## src/verilog/animPkg.sv

```systemverilog
package animPkg;

    // pose states of the dog sequencer
    typedef enum logic [3:0] {
        Rest, Walk1, Walk2, Walk3, Walk4,
        Sniff1, Sniff2, Surprised, Jump1, Jump2, Hold
    } dogState;

    // register addresses of the tuning block
    typedef enum logic [3:0] {
        StartX         = 4'd0,
        StartY         = 4'd1,
        StepSize       = 4'd2,
        WalkRounds     = 4'd3,
        SniffRounds    = 4'd4,
        SurprisedTicks = 4'd5,
        JumpTicks      = 4'd6,
        JumpDx         = 4'd7,
        JumpRise       = 4'd8,
        JumpFall       = 4'd9
    } cfgAddr;

    // sprite frame codes
    localparam logic [4:0] frameStand     = 5'd0;
    localparam logic [4:0] frameWalk1     = 5'd1;
    localparam logic [4:0] frameWalk2     = 5'd2;
    localparam logic [4:0] frameWalk3     = 5'd3;
    localparam logic [4:0] frameSniff1    = 5'd4;
    localparam logic [4:0] frameSniff2    = 5'd5;
    localparam logic [4:0] frameSurprised = 5'd6;
    localparam logic [4:0] frameJump1     = 5'd7;
    localparam logic [4:0] frameJump2     = 5'd8;

    // power-up tuning values
    localparam int unsigned defStartX         = 11;
    localparam int unsigned defStartY         = 318;
    localparam int unsigned defStepSize       = 4;
    localparam int unsigned defWalkRounds     = 4;
    localparam int unsigned defSniffRounds    = 3;
    localparam int unsigned defSurprisedTicks = 2;
    localparam int unsigned defJumpTicks      = 5;
    localparam int unsigned defJumpDx         = 8;
    localparam int unsigned defJumpRise       = 6;
    localparam int unsigned defJumpFall       = 6;

endpackage

```

## src/verilog/dogCfgIf.sv

```systemverilog
`timescale 1ns/100ps

interface dogCfgIf #(
    parameter int coordWidth = 10
) ();

    // coordinate and displacement values
    logic [coordWidth-1:0] startX;
    logic [coordWidth-1:0] startY;
    logic [coordWidth-1:0] stepSize;
    logic [coordWidth-1:0] jumpDx;
    logic [coordWidth-1:0] jumpRise;
    logic [coordWidth-1:0] jumpFall;

    // phase lengths, never zero
    logic [3:0] walkRounds;
    logic [3:0] sniffRounds;
    logic [3:0] surprisedTicks;
    logic [3:0] jumpTicks;

    modport regs (
        output startX, startY, stepSize, jumpDx, jumpRise, jumpFall,
        output walkRounds, sniffRounds, surprisedTicks, jumpTicks
    );

    modport seq (
        input walkRounds, sniffRounds, surprisedTicks, jumpTicks
    );

    modport move (
        input startX, startY, stepSize, jumpDx, jumpRise, jumpFall
    );

endinterface

```

## src/verilog/dogConfig.sv

```systemverilog
`timescale 1ns/100ps

module dogConfig #(
    parameter int coordWidth = 10
) (
    input  logic                  ANIM_Clk,
    input  logic                  rst,
    input  logic                  cfgWrite,
    input  animPkg::cfgAddr       cfgAddr,
    input  logic [coordWidth-1:0] cfgData,
    dogCfgIf.regs                 cfg
);

    import animPkg::*;

    logic [3:0] countData;

    // a zero count is raised to one so no phase is skipped
    assign countData = (cfgData[3:0] == 4'd0) ? 4'd1 : cfgData[3:0];

    always_ff @(posedge ANIM_Clk)
    begin
        if (rst)
        begin
            cfg.startX         <= coordWidth'(defStartX);
            cfg.startY         <= coordWidth'(defStartY);
            cfg.stepSize       <= coordWidth'(defStepSize);
            cfg.jumpDx         <= coordWidth'(defJumpDx);
            cfg.jumpRise       <= coordWidth'(defJumpRise);
            cfg.jumpFall       <= coordWidth'(defJumpFall);
            cfg.walkRounds     <= 4'(defWalkRounds);
            cfg.sniffRounds    <= 4'(defSniffRounds);
            cfg.surprisedTicks <= 4'(defSurprisedTicks);
            cfg.jumpTicks      <= 4'(defJumpTicks);
        end
        else if (cfgWrite)
        begin
            case (cfgAddr)
                StartX:         cfg.startX         <= cfgData;
                StartY:         cfg.startY         <= cfgData;
                StepSize:       cfg.stepSize       <= cfgData;
                JumpDx:         cfg.jumpDx         <= cfgData;
                JumpRise:       cfg.jumpRise       <= cfgData;
                JumpFall:       cfg.jumpFall       <= cfgData;
                // counts use only the low nibble
                WalkRounds:     cfg.walkRounds     <= countData;
                SniffRounds:    cfg.sniffRounds    <= countData;
                SurprisedTicks: cfg.surprisedTicks <= countData;
                JumpTicks:      cfg.jumpTicks      <= countData;
                default:        ;
            endcase
        end
    end

endmodule

```

## src/verilog/dogSequencer.sv

```systemverilog
`timescale 1ns/100ps

module dogSequencer (
    input  logic             ANIM_Clk,
    input  logic             rst,
    input  logic             go,
    input  logic             scare,
    dogCfgIf.seq             cfg,
    output animPkg::dogState state,
    output logic [4:0]       frame,
    output logic             done
);

    import animPkg::*;

    dogState    nextState;
    // rounds of walking or sniffing finished so far
    logic [3:0] roundCnt;
    // cycles spent in the current dwell pose
    logic [3:0] dwellCnt;
    logic       roundDone;
    logic       dwellDone;

    // last round or last dwell cycle of the current phase
    always_comb
    begin
        roundDone = 1'b0;
        dwellDone = 1'b0;
        case (state)
            Walk4:        roundDone = (roundCnt >= cfg.walkRounds - 4'd1);
            Sniff2:       roundDone = (roundCnt >= cfg.sniffRounds - 4'd1);
            Surprised:    dwellDone = (dwellCnt >= cfg.surprisedTicks - 4'd1);
            Jump1, Jump2: dwellDone = (dwellCnt >= cfg.jumpTicks - 4'd1);
            default:      ;
        endcase
    end

    always_comb
    begin
        nextState = state;
        case (state)
            Rest:      if (go) nextState = Walk1;
            Walk1:     nextState = Walk2;
            Walk2:     nextState = Walk3;
            Walk3:     nextState = Walk4;
            Walk4:
                if (roundDone)
                    nextState = Sniff1;
                else
                    nextState = Walk1;
            Sniff1:    nextState = Sniff2;
            Sniff2:
                if (!roundDone)
                    nextState = Sniff1;
                else if (scare)
                    nextState = Surprised;
                else
                    nextState = Walk1;
            Surprised: if (dwellDone) nextState = Jump1;
            Jump1:     if (dwellDone) nextState = Jump2;
            Jump2:     if (dwellDone) nextState = Hold;
            Hold:      if (go) nextState = Rest;
            default:   nextState = Rest;
        endcase
    end

    always_ff @(posedge ANIM_Clk)
    begin
        if (rst)
        begin
            state    <= Rest;
            roundCnt <= 4'd0;
            dwellCnt <= 4'd0;
        end
        else
        begin
            state <= nextState;
            // the round counter is shared by walking and sniffing
            if (state == Walk4 || state == Sniff2)
                roundCnt <= roundDone ? 4'd0 : roundCnt + 4'd1;
            if (state == Surprised || state == Jump1 || state == Jump2)
                dwellCnt <= dwellDone ? 4'd0 : dwellCnt + 4'd1;
        end
    end

    always_comb
    begin
        case (state)
            Walk1:        frame = frameWalk1;
            Walk2:        frame = frameWalk2;
            Walk3, Walk4: frame = frameWalk3;
            Sniff1:       frame = frameSniff1;
            Sniff2:       frame = frameSniff2;
            Surprised:    frame = frameSurprised;
            Jump1:        frame = frameJump1;
            Jump2:        frame = frameJump2;
            default:      frame = frameStand;
        endcase
    end

    assign done = (state == Hold);

endmodule

```

## src/verilog/dogMotion.sv

```systemverilog
`timescale 1ns/100ps

module dogMotion #(
    parameter int coordWidth = 10
) (
    input  logic                  ANIM_Clk,
    input  logic                  rst,
    input  animPkg::dogState      state,
    dogCfgIf.move                 cfg,
    output logic [coordWidth-1:0] dogX,
    output logic [coordWidth-1:0] dogY
);

    import animPkg::*;

    logic [coordWidth-1:0] posX;
    logic [coordWidth-1:0] posY;

    // sums wrap at the coordinate width
    always_ff @(posedge ANIM_Clk)
    begin
        if (rst)
        begin
            posX <= cfg.startX;
            posY <= cfg.startY;
        end
        else
        begin
            case (state)
                // reloaded each resting tick so a run starts from the start point
                Rest:
                begin
                    posX <= cfg.startX;
                    posY <= cfg.startY;
                end
                Walk1, Walk2, Walk3, Walk4:
                    posX <= posX + cfg.stepSize;
                Jump1:
                begin
                    posX <= posX + cfg.jumpDx;
                    posY <= posY - cfg.jumpRise;
                end
                Jump2:
                begin
                    posX <= posX + cfg.jumpDx;
                    posY <= posY + cfg.jumpFall;
                end
                default: ;
            endcase
        end
    end

    // resting dog sits on the start point from the cycle it enters Rest
    assign dogX = (state == Rest) ? cfg.startX : posX;
    assign dogY = (state == Rest) ? cfg.startY : posY;

endmodule

```

## src/verilog/dogTop.sv

```systemverilog
`timescale 1ns/100ps

module dogTop #(
    parameter int coordWidth = 10
) (
    input  logic                  ANIM_Clk,
    input  logic                  rst,
    input  logic                  go,
    input  logic                  scare,
    input  logic                  cfgWrite,
    input  logic [3:0]            cfgAddr,
    input  logic [coordWidth-1:0] cfgData,
    output logic [coordWidth-1:0] dogX,
    output logic [coordWidth-1:0] dogY,
    output logic [4:0]            frame,
    output logic                  done
);

    import animPkg::*;

    // current pose shared by sequencer and motion unit
    dogState state;

    dogCfgIf #(.coordWidth(coordWidth)) cfgBus ();

    dogConfig #(
        .coordWidth(coordWidth)
    ) config0 (
        .ANIM_Clk(ANIM_Clk),
        .rst     (rst),
        .cfgWrite(cfgWrite),
        .cfgAddr (animPkg::cfgAddr'(cfgAddr)),
        .cfgData (cfgData),
        .cfg     (cfgBus)
    );

    dogSequencer seq0 (
        .ANIM_Clk(ANIM_Clk),
        .rst     (rst),
        .go      (go),
        .scare   (scare),
        .cfg     (cfgBus),
        .state   (state),
        .frame   (frame),
        .done    (done)
    );

    dogMotion #(
        .coordWidth(coordWidth)
    ) motion0 (
        .ANIM_Clk(ANIM_Clk),
        .rst     (rst),
        .state   (state),
        .cfg     (cfgBus),
        .dogX    (dogX),
        .dogY    (dogY)
    );

endmodule

```

## config.mk

```make
export PLATFORM = sky130hd
export DESIGN_NAME = dogTop
export DESIGN_NICKNAME = d
export VERILOG_FILES = /design/src/verilog/animPkg.sv /design/src/verilog/dogCfgIf.sv /design/src/verilog/dogConfig.sv /design/src/verilog/dogSequencer.sv /design/src/verilog/dogMotion.sv /design/src/verilog/dogTop.sv
export SDC_FILE = /design/constraint.sdc
export NUM_CORES = 1
export LEC_CHECK = 0
export BUFFER_PORTS_ARGS = -buffer_cell sky130_fd_sc_hd__buf_2
export CAP_MARGIN = 20
export CORE_MARGIN = 3
export CORE_UTILIZATION = 26
export DETAILED_ROUTE_END_ITERATION = 10
export GPL_TIMING_DRIVEN = 0
export PLACE_DENSITY = 0.43
export SYNTH_ARGS = -nofsm -noshare
export SYNTH_HDL_FRONTEND = slang
export SYNTH_SLANG_ARGS = --single-unit
```

## constraint.sdc

```tcl
create_clock -name ANIM_Clk -period 7.75 [get_ports ANIM_Clk]
set_clock_uncertainty 0.1 [all_clocks]
set_input_delay 0.775 -clock ANIM_Clk [delete_from_list [all_inputs] [get_ports ANIM_Clk]]
set_output_delay 0.775 -clock ANIM_Clk [all_outputs]
set_load 0.005 [all_outputs]
```

# After elaboration in Yosys (flattened, before gate mapping)
# Memories as Yosys holds them, arrays and structs flattened. A register that Yosys moved wholly into a read port is not among the register bits.
# Index checks and enable logic that the tools add are counted.
totals:
  mem_count: 1
  rom_bits: 64
  elab_cells: 97
  in_bits: 19
  output_inout_bits: 26
  regBits: 108
memory_table:
  columns: ["memory", "words", "word_bits", "rd", "rd_ports_with_merged_regs", "write_ports", "line_no", "source"]
  rows:
  - ["(name not given)", 16, 4, 1, 1, 0, "dogSequencer.sv:88", "case (state)"]
op_classes:
  n_mux: 22
  reduce_logical: 21
  add_sub_neg: 10
  n_eq_ne: 24
  magnitude_cmp: 4
op_table:
  columns: ["op", "count"]
  rows:
  - ["$pmux 10 s3", 2]
  - ["$mux 4", 11]
  - ["$pmux 4 s11", 1]
  - ["$mux 10", 4]
  - ["$eq 4x3->1 const B", 8]
  - ["$add 10x10->10", 3]
  - ["$eq 4x4->1 const B", 5]
  - ["$reduce_and 2->1", 10]
  - ["$eq 4x2->1 const B", 4]
  - ["$ge 4x4->1", 4]
  - ["$sub 4x1->4 const B", 4]
  - ["$logic_not 4->1", 3]
  - ["$sub 10x10->10", 1]
  - ["$add 4x1->4 const B", 2]
  - ["$eq 4x1->1 const B", 2]
  - ["$ne 2x2->1 const B", 4]
  - ["$reduce_bool 4->1", 2]
  - ["$mux 3", 2]
  - ["$reduce_and 5->1", 1]
  - ["$pmux 1 s2", 2]
  - ["$reduce_or 4->1", 1]
  - ["$logic_or 1x1->1", 3]
  - ["$ne 2x1->1 const B", 1]
  - ["$reduce_or 2->1", 1]

# Longest topological paths before layout
logic_depth:
  word_depth: 7
  depth_mapped: 16
  ltp_nobuf: 15

# Cells and area by module
# From an unflattened synthesis, not the netlist that was laid out.
hier_totals:
  hier_cells: 684
  area_unflattened_um2: 6779.0
by_module_without_submodules:
  columns: ["mod", "seq_area_each_um2", "instances", "cells_each", "area_each_um2"]
  rows:
  - ["dogConfig", 1521.5, 1, 278, 3017.9]
  - ["dogMotion", 600.6, 1, 241, 2269.7]
  - ["dogSequencer", 320.3, 1, 165, 1491.4]

# Worst setup path before layout
# No wires, ideal clock.
synth_timing:
  path_type: "flip-flop to flip-flop"
  from: "reg seq0.state[2]"
  to: "reg motion0.posY[8] (data pin)"
  setup_ns: 0.255
  path_buffers: 2
  t_arrival_ns: 2.960
  setup_slack_ns: 4.435
  period_less_slack_ns: 3.315
  path_stages_with_launch: 15
  cell_sequence: "dfxtp_1 -> buf_4 -> nand2b_1 -> nor2_4 -> clkbuf_1 -> o21ai_0 -> ha_1 -> fa_1 -> a21o_1 -> a21oi_1 -> o21bai_1 -> nand3_1 -> a21boi_0 -> or3_1 -> a31o_1"
synth_via:
  elab_chain_len: 3
  word_cells_on_any_way: 5
  cone_classes: "2 x eq/ne; 2 x mux; 1 x reduce/logical"
synth_lines:
  columns: ["element", "line_no", "source"]
  rows:
  - ["from (decl)", "dogSequencer.sv:9", "output animPkg::dogState state,"]
  - ["from (signal assigned)", "dogSequencer.sv:71", "state <= Rest;"]
  - ["from (signal assigned)", "dogSequencer.sv:77", "state <= nextState;"]
  - ["$eq 4x4->1 / $logic_not 4->1 (equally long branches)", "dogMotion.sv:29", "case (state)"]
  - ["$pmux 10 s3 (*)", "dogMotion.sv:29", null]
  - ["$mux 10 (*)", "dogMotion.sv:22", "if (rst)"]
  - ["to (signal assigned)", "dogMotion.sv:25", "posY <= cfg.startY;"]
  - ["to (signal assigned)", "dogMotion.sv:34", "posY <= cfg.startY;"]
  - ["to (signal assigned)", "dogMotion.sv:41", "posY <= posY - cfg.jumpRise;"]
  - ["to (decl)", "dogMotion.sv:17", "logic [coordWidth-1:0] posY;"]
# Mark *: on every way between the ends. The rest lies on a longest branch, timed or not.
# A chain may end at the register's enable or synchronous reset.

# Worst setup path after layout
# Same ends and word-level chain as after synthesis.

==> results.md <==
* Arrival time at the worst endpoint at between 3 and 4 ns
* Clock sink total at ~110
* Cell-internal power at ~900 uW
* Initial DRC Count at roughly 220
* Highest Signal Layer: met4
* Post-Layout Inst Area at approximately 7300 um^2
* Non-Filler Instances at ~1100
* Slew Limit Headroom at roughly 37%
* Asr flop ratio synth at 0%
* Main area contributors after synthesis: dfxtp_1 29%, edfxtp_1 9.4%, ha_1 8.2%
* Share of the yosys chip area belonging to registers at roughly two fifths
* Class of the worst hold path: flop to flop
* Layout Utilization at a little under a third
* Worst-path clk slew at about 0.080 ns
* Post-route antenna net violation count at 0
* Starting Density at between 20 and 30%
* DP Area at between 7000 and 8000 um^2
* Post-CTS Hold Fix Bufs at 0
* Core Footprint at about 24000 um^2
* Fill cell count at 2566
* Min cycle time layout at 3.80 ns
* FF+latch count, synth at 112
* Yosys cell types at 63
* WL/cell at ~16 um
* Port Buf Inserts at 40
* Vias in the first global route at roughly 5000
* Switching power share of the total at between 20% and 30%
* IO Pins at 45
* Period utilization at between 40% and 50%
* VDD IR max at between 0.08 and 0.09 mV
* First-pass GRT wire length at roughly 28000 um
* RSZ-0062 raised after global routing: no
* Count of mapped cells out of synthesis at roughly 710
* NetSw at 333 uW
* Clock root cell: clkbuf_16
* Number of CTS-inserted buffers at 9
* Gr usage total at 13.5%
* Met3 routed WL at between 400 and 500 um
* DRT Pass-1 Iters at 5
* Power Density at about 170 nW/um^2
* Post-CTS Setup Inserts at 0
* Area of the multi-input gates at around 3700 um^2
* Sequential power share at 49.6%
* Routed via count at 4897
* Area of the die at between 20000 and 30000 um^2
* Slew Viols, Final at 0
* Leak at 2.99 nW
* N_diodes at 0
* Worst-path cell chain: buf_4, nand2b_1, nor2_4, clkbuf_1, o21ai_0, ha_1, fa_1, a21o_1, a21oi_1, o21bai_1, nand3_1, a21boi_0, or3_1, a31o_1
* H-tree depth at 3
* CTS tree: yes
* Nets at about 800
* Yosys top cell by area: dfxtp_1
* Layout cells sized above 1 at about 14%
* Sum of negative setup slack at 0 ns
* Clk pwr share at about two fifths
* DRC viols at 0
* Synth Warn # at 0
* CP Class: flop to flop
* Top-area cell type share of the netlist area at between 20% and 30%
* Max-Cap Viols at 0
* Hold Fails Final Rpt at 0
* M1 WL at about 9000 um
* Critical path's slowest cell: fa_1
* Hold_ws at around 0.38 ns
* Worst setup EP type: flop
* # placed instances at ~1100
* Final Setup Violations at 0
* Combinational group share of total power at approximately an eighth
* Max Buffers Root-to-Sink at 2
* Fmax at ~260 MHz
* Syn avg cell area at 9.02 um^2
* Via density at 4.51
* Synth Flop Type: dfxtp_1
* WL final at approximately 17000 um
* Post-synth top cells: 100 x nand2_1, 92 x dfxtp_1, 90 x nor2_1, 43 x mux2i_1, 42 x ha_1
* Post-synth EDFFs at 20
* Clk Latency, worst-skew pair at ~0.36 ns
* CP max FO at 10
* Worst setup SP type: flop
* Cell row count at 56
* Resize count post-CTS at 0
* Syn_nets at a little under 800
* Area grow syn2layout at 14.1%
* Synthesized area at between 6000 and 7000 um^2
* CP peak stage delay at around 0.42 ns
* Largest net degree at the start of global routing at 20
* Critical Path RT at approximately 7.8 ns
* Hpwl dp at approximately 13000 um
* DIE WIDTH at 163 um
* Register area at 2440 um^2
* Outcome: finished, final reports clean
* WL met2 at ~7800 um
* Most frequent cell after synthesis: nand2_1
* Initial antenna violation count at 0
* Gr ovfl total at 0
* Die Span Y at approximately 160 um
* Routability congestion estimate at 0.756
* Worst-Margin Slew at roughly 0.94 ns
-- critical path: cells and delay by family, from the launching register on --
family,cells,cell delay [ns]
fa+ha+maj,2,0.68
flops,1,0.32
simple gates,4,0.90
buf+inv,2,0.54
compound gates,6,1.03
-- sequential cells by signal (all words and copies together) (netlist names) --
signal / flops
config0.cfg.surprisedTicks: 4
config0.cfg.jumpFall: 10
seq0.dwellCnt: 4
config0.cfg.stepSize: 10
motion0.posY: 10
seq0.frame: 4
motion0.posX: 10
config0.cfg.sniffRounds: 4
seq0.roundCnt: 4
config0.cfg.startY: 10
config0.cfg.walkRounds: 4
config0.cfg.jumpTicks: 4
seq0.state: 4
config0.cfg.startX: 10
config0.cfg.jumpRise: 10
config0.cfg.jumpDx: 10
-- stage by stage --
stage	total power, mW	setup slack (ns)
after floorplan	0.728	4.43
after global placement	0.780	3.89
after detailed placement	0.779	3.93
after CTS	1.27	3.91
after global routing	1.31	3.69
final	1.24	3.95
-- kinds of logic (layout without fill, tap and decap cells) --
| kind of cell | after synthesis | count (layout) | synth area share [%] |
|---|---|---|---|
| and+or+nand+nor | 271 | 271 | 19.7 |
| DFF | 112 | 112 | 38.2 |
| AOI/OAI and AO/OA | 116 | 116 | 12.5 |
| adders and majority gates | 44 | 44 | 8.84 |
| muxes | 74 | 74 | 12.2 |
| other | 1 | 1 | 0.0586 |
| xor gates and xnor gates | 35 | 35 | 4.79 |
| buffers and inverters | 56 | 113 | 3.74 |
-- worst paths after layout --
| check | start | endpoint | slack (ns) | cells after the start |
|---|---|---|---|---|
| max | seq0.state[2]$_SDFFE_PP0N_ | motion0.posY[8]$_DFFE_PP_ | 3.95 | 14 |
| min | config0.cfg.startY[7]$_SDFFE_PP0P_ | config0.cfg.startY[7]$_SDFFE_PP0P_ | 0.38 | 2 |
| max reg2reg | seq0.state[2]$_SDFFE_PP0N_ | motion0.posY[8]$_DFFE_PP_ | 3.95 | 14 |
| min reg2reg | config0.cfg.startY[7]$_SDFFE_PP0P_ | config0.cfg.startY[7]$_SDFFE_PP0P_ | 0.38 | 2 |
-- placed cells by master (no fill, tap or decap), drive strengths merged, types with 7 or more instances in the layout --
cell	synthesis	routed
inv	19	22
ha	42	42
clkbuf	21	31
o21ai	28	28
a21oi	27	27
nor2	91	91
nor3	15	15
a21o	12	12
nor2b	7	7
xor2	9	9
nand3	9	9
dfxtp	92	92
nand3b	12	12
buf	16	57
mux2i	43	43
nand2	100	100
nand2b	14	14
a211o	12	12
mux2	31	31
or3	7	7
xnor2	26	26
edfxtp	20	20
-- power groups by stage --
stage | registers [mW] | logic, mW | clock network [mW]
floorplan | 0.627 | 0.101 | 0
global placement | 0.631 | 0.150 | 0
finish | 0.617 | 0.147 | 0.479
CTS | 0.617 | 0.150 | 0.500
global route | 0.619 | 0.164 | 0.522
detailed placement | 0.630 | 0.149 | 0
-- cell type report --
type	instances	share of cell area, %
Buffer	37	2.30
Clock buffer	10	3.43
Clock inverter	6	0.651
Inverter	19	0.977
Multi-Input combinational cell	541	50.9
Sequential cell	112	33.5
Tap cell	319	5.47
Timing Repair Buffer	41	2.85
-- metal layers --
metal  up-vias  track usage, %
li1       2570               -
met1      2261            19.1
met2        59            21.6
met3         7            2.62
met4         0            2.65
met5         -               0
No activity file was read; power rests on OpenSTA's default activity.
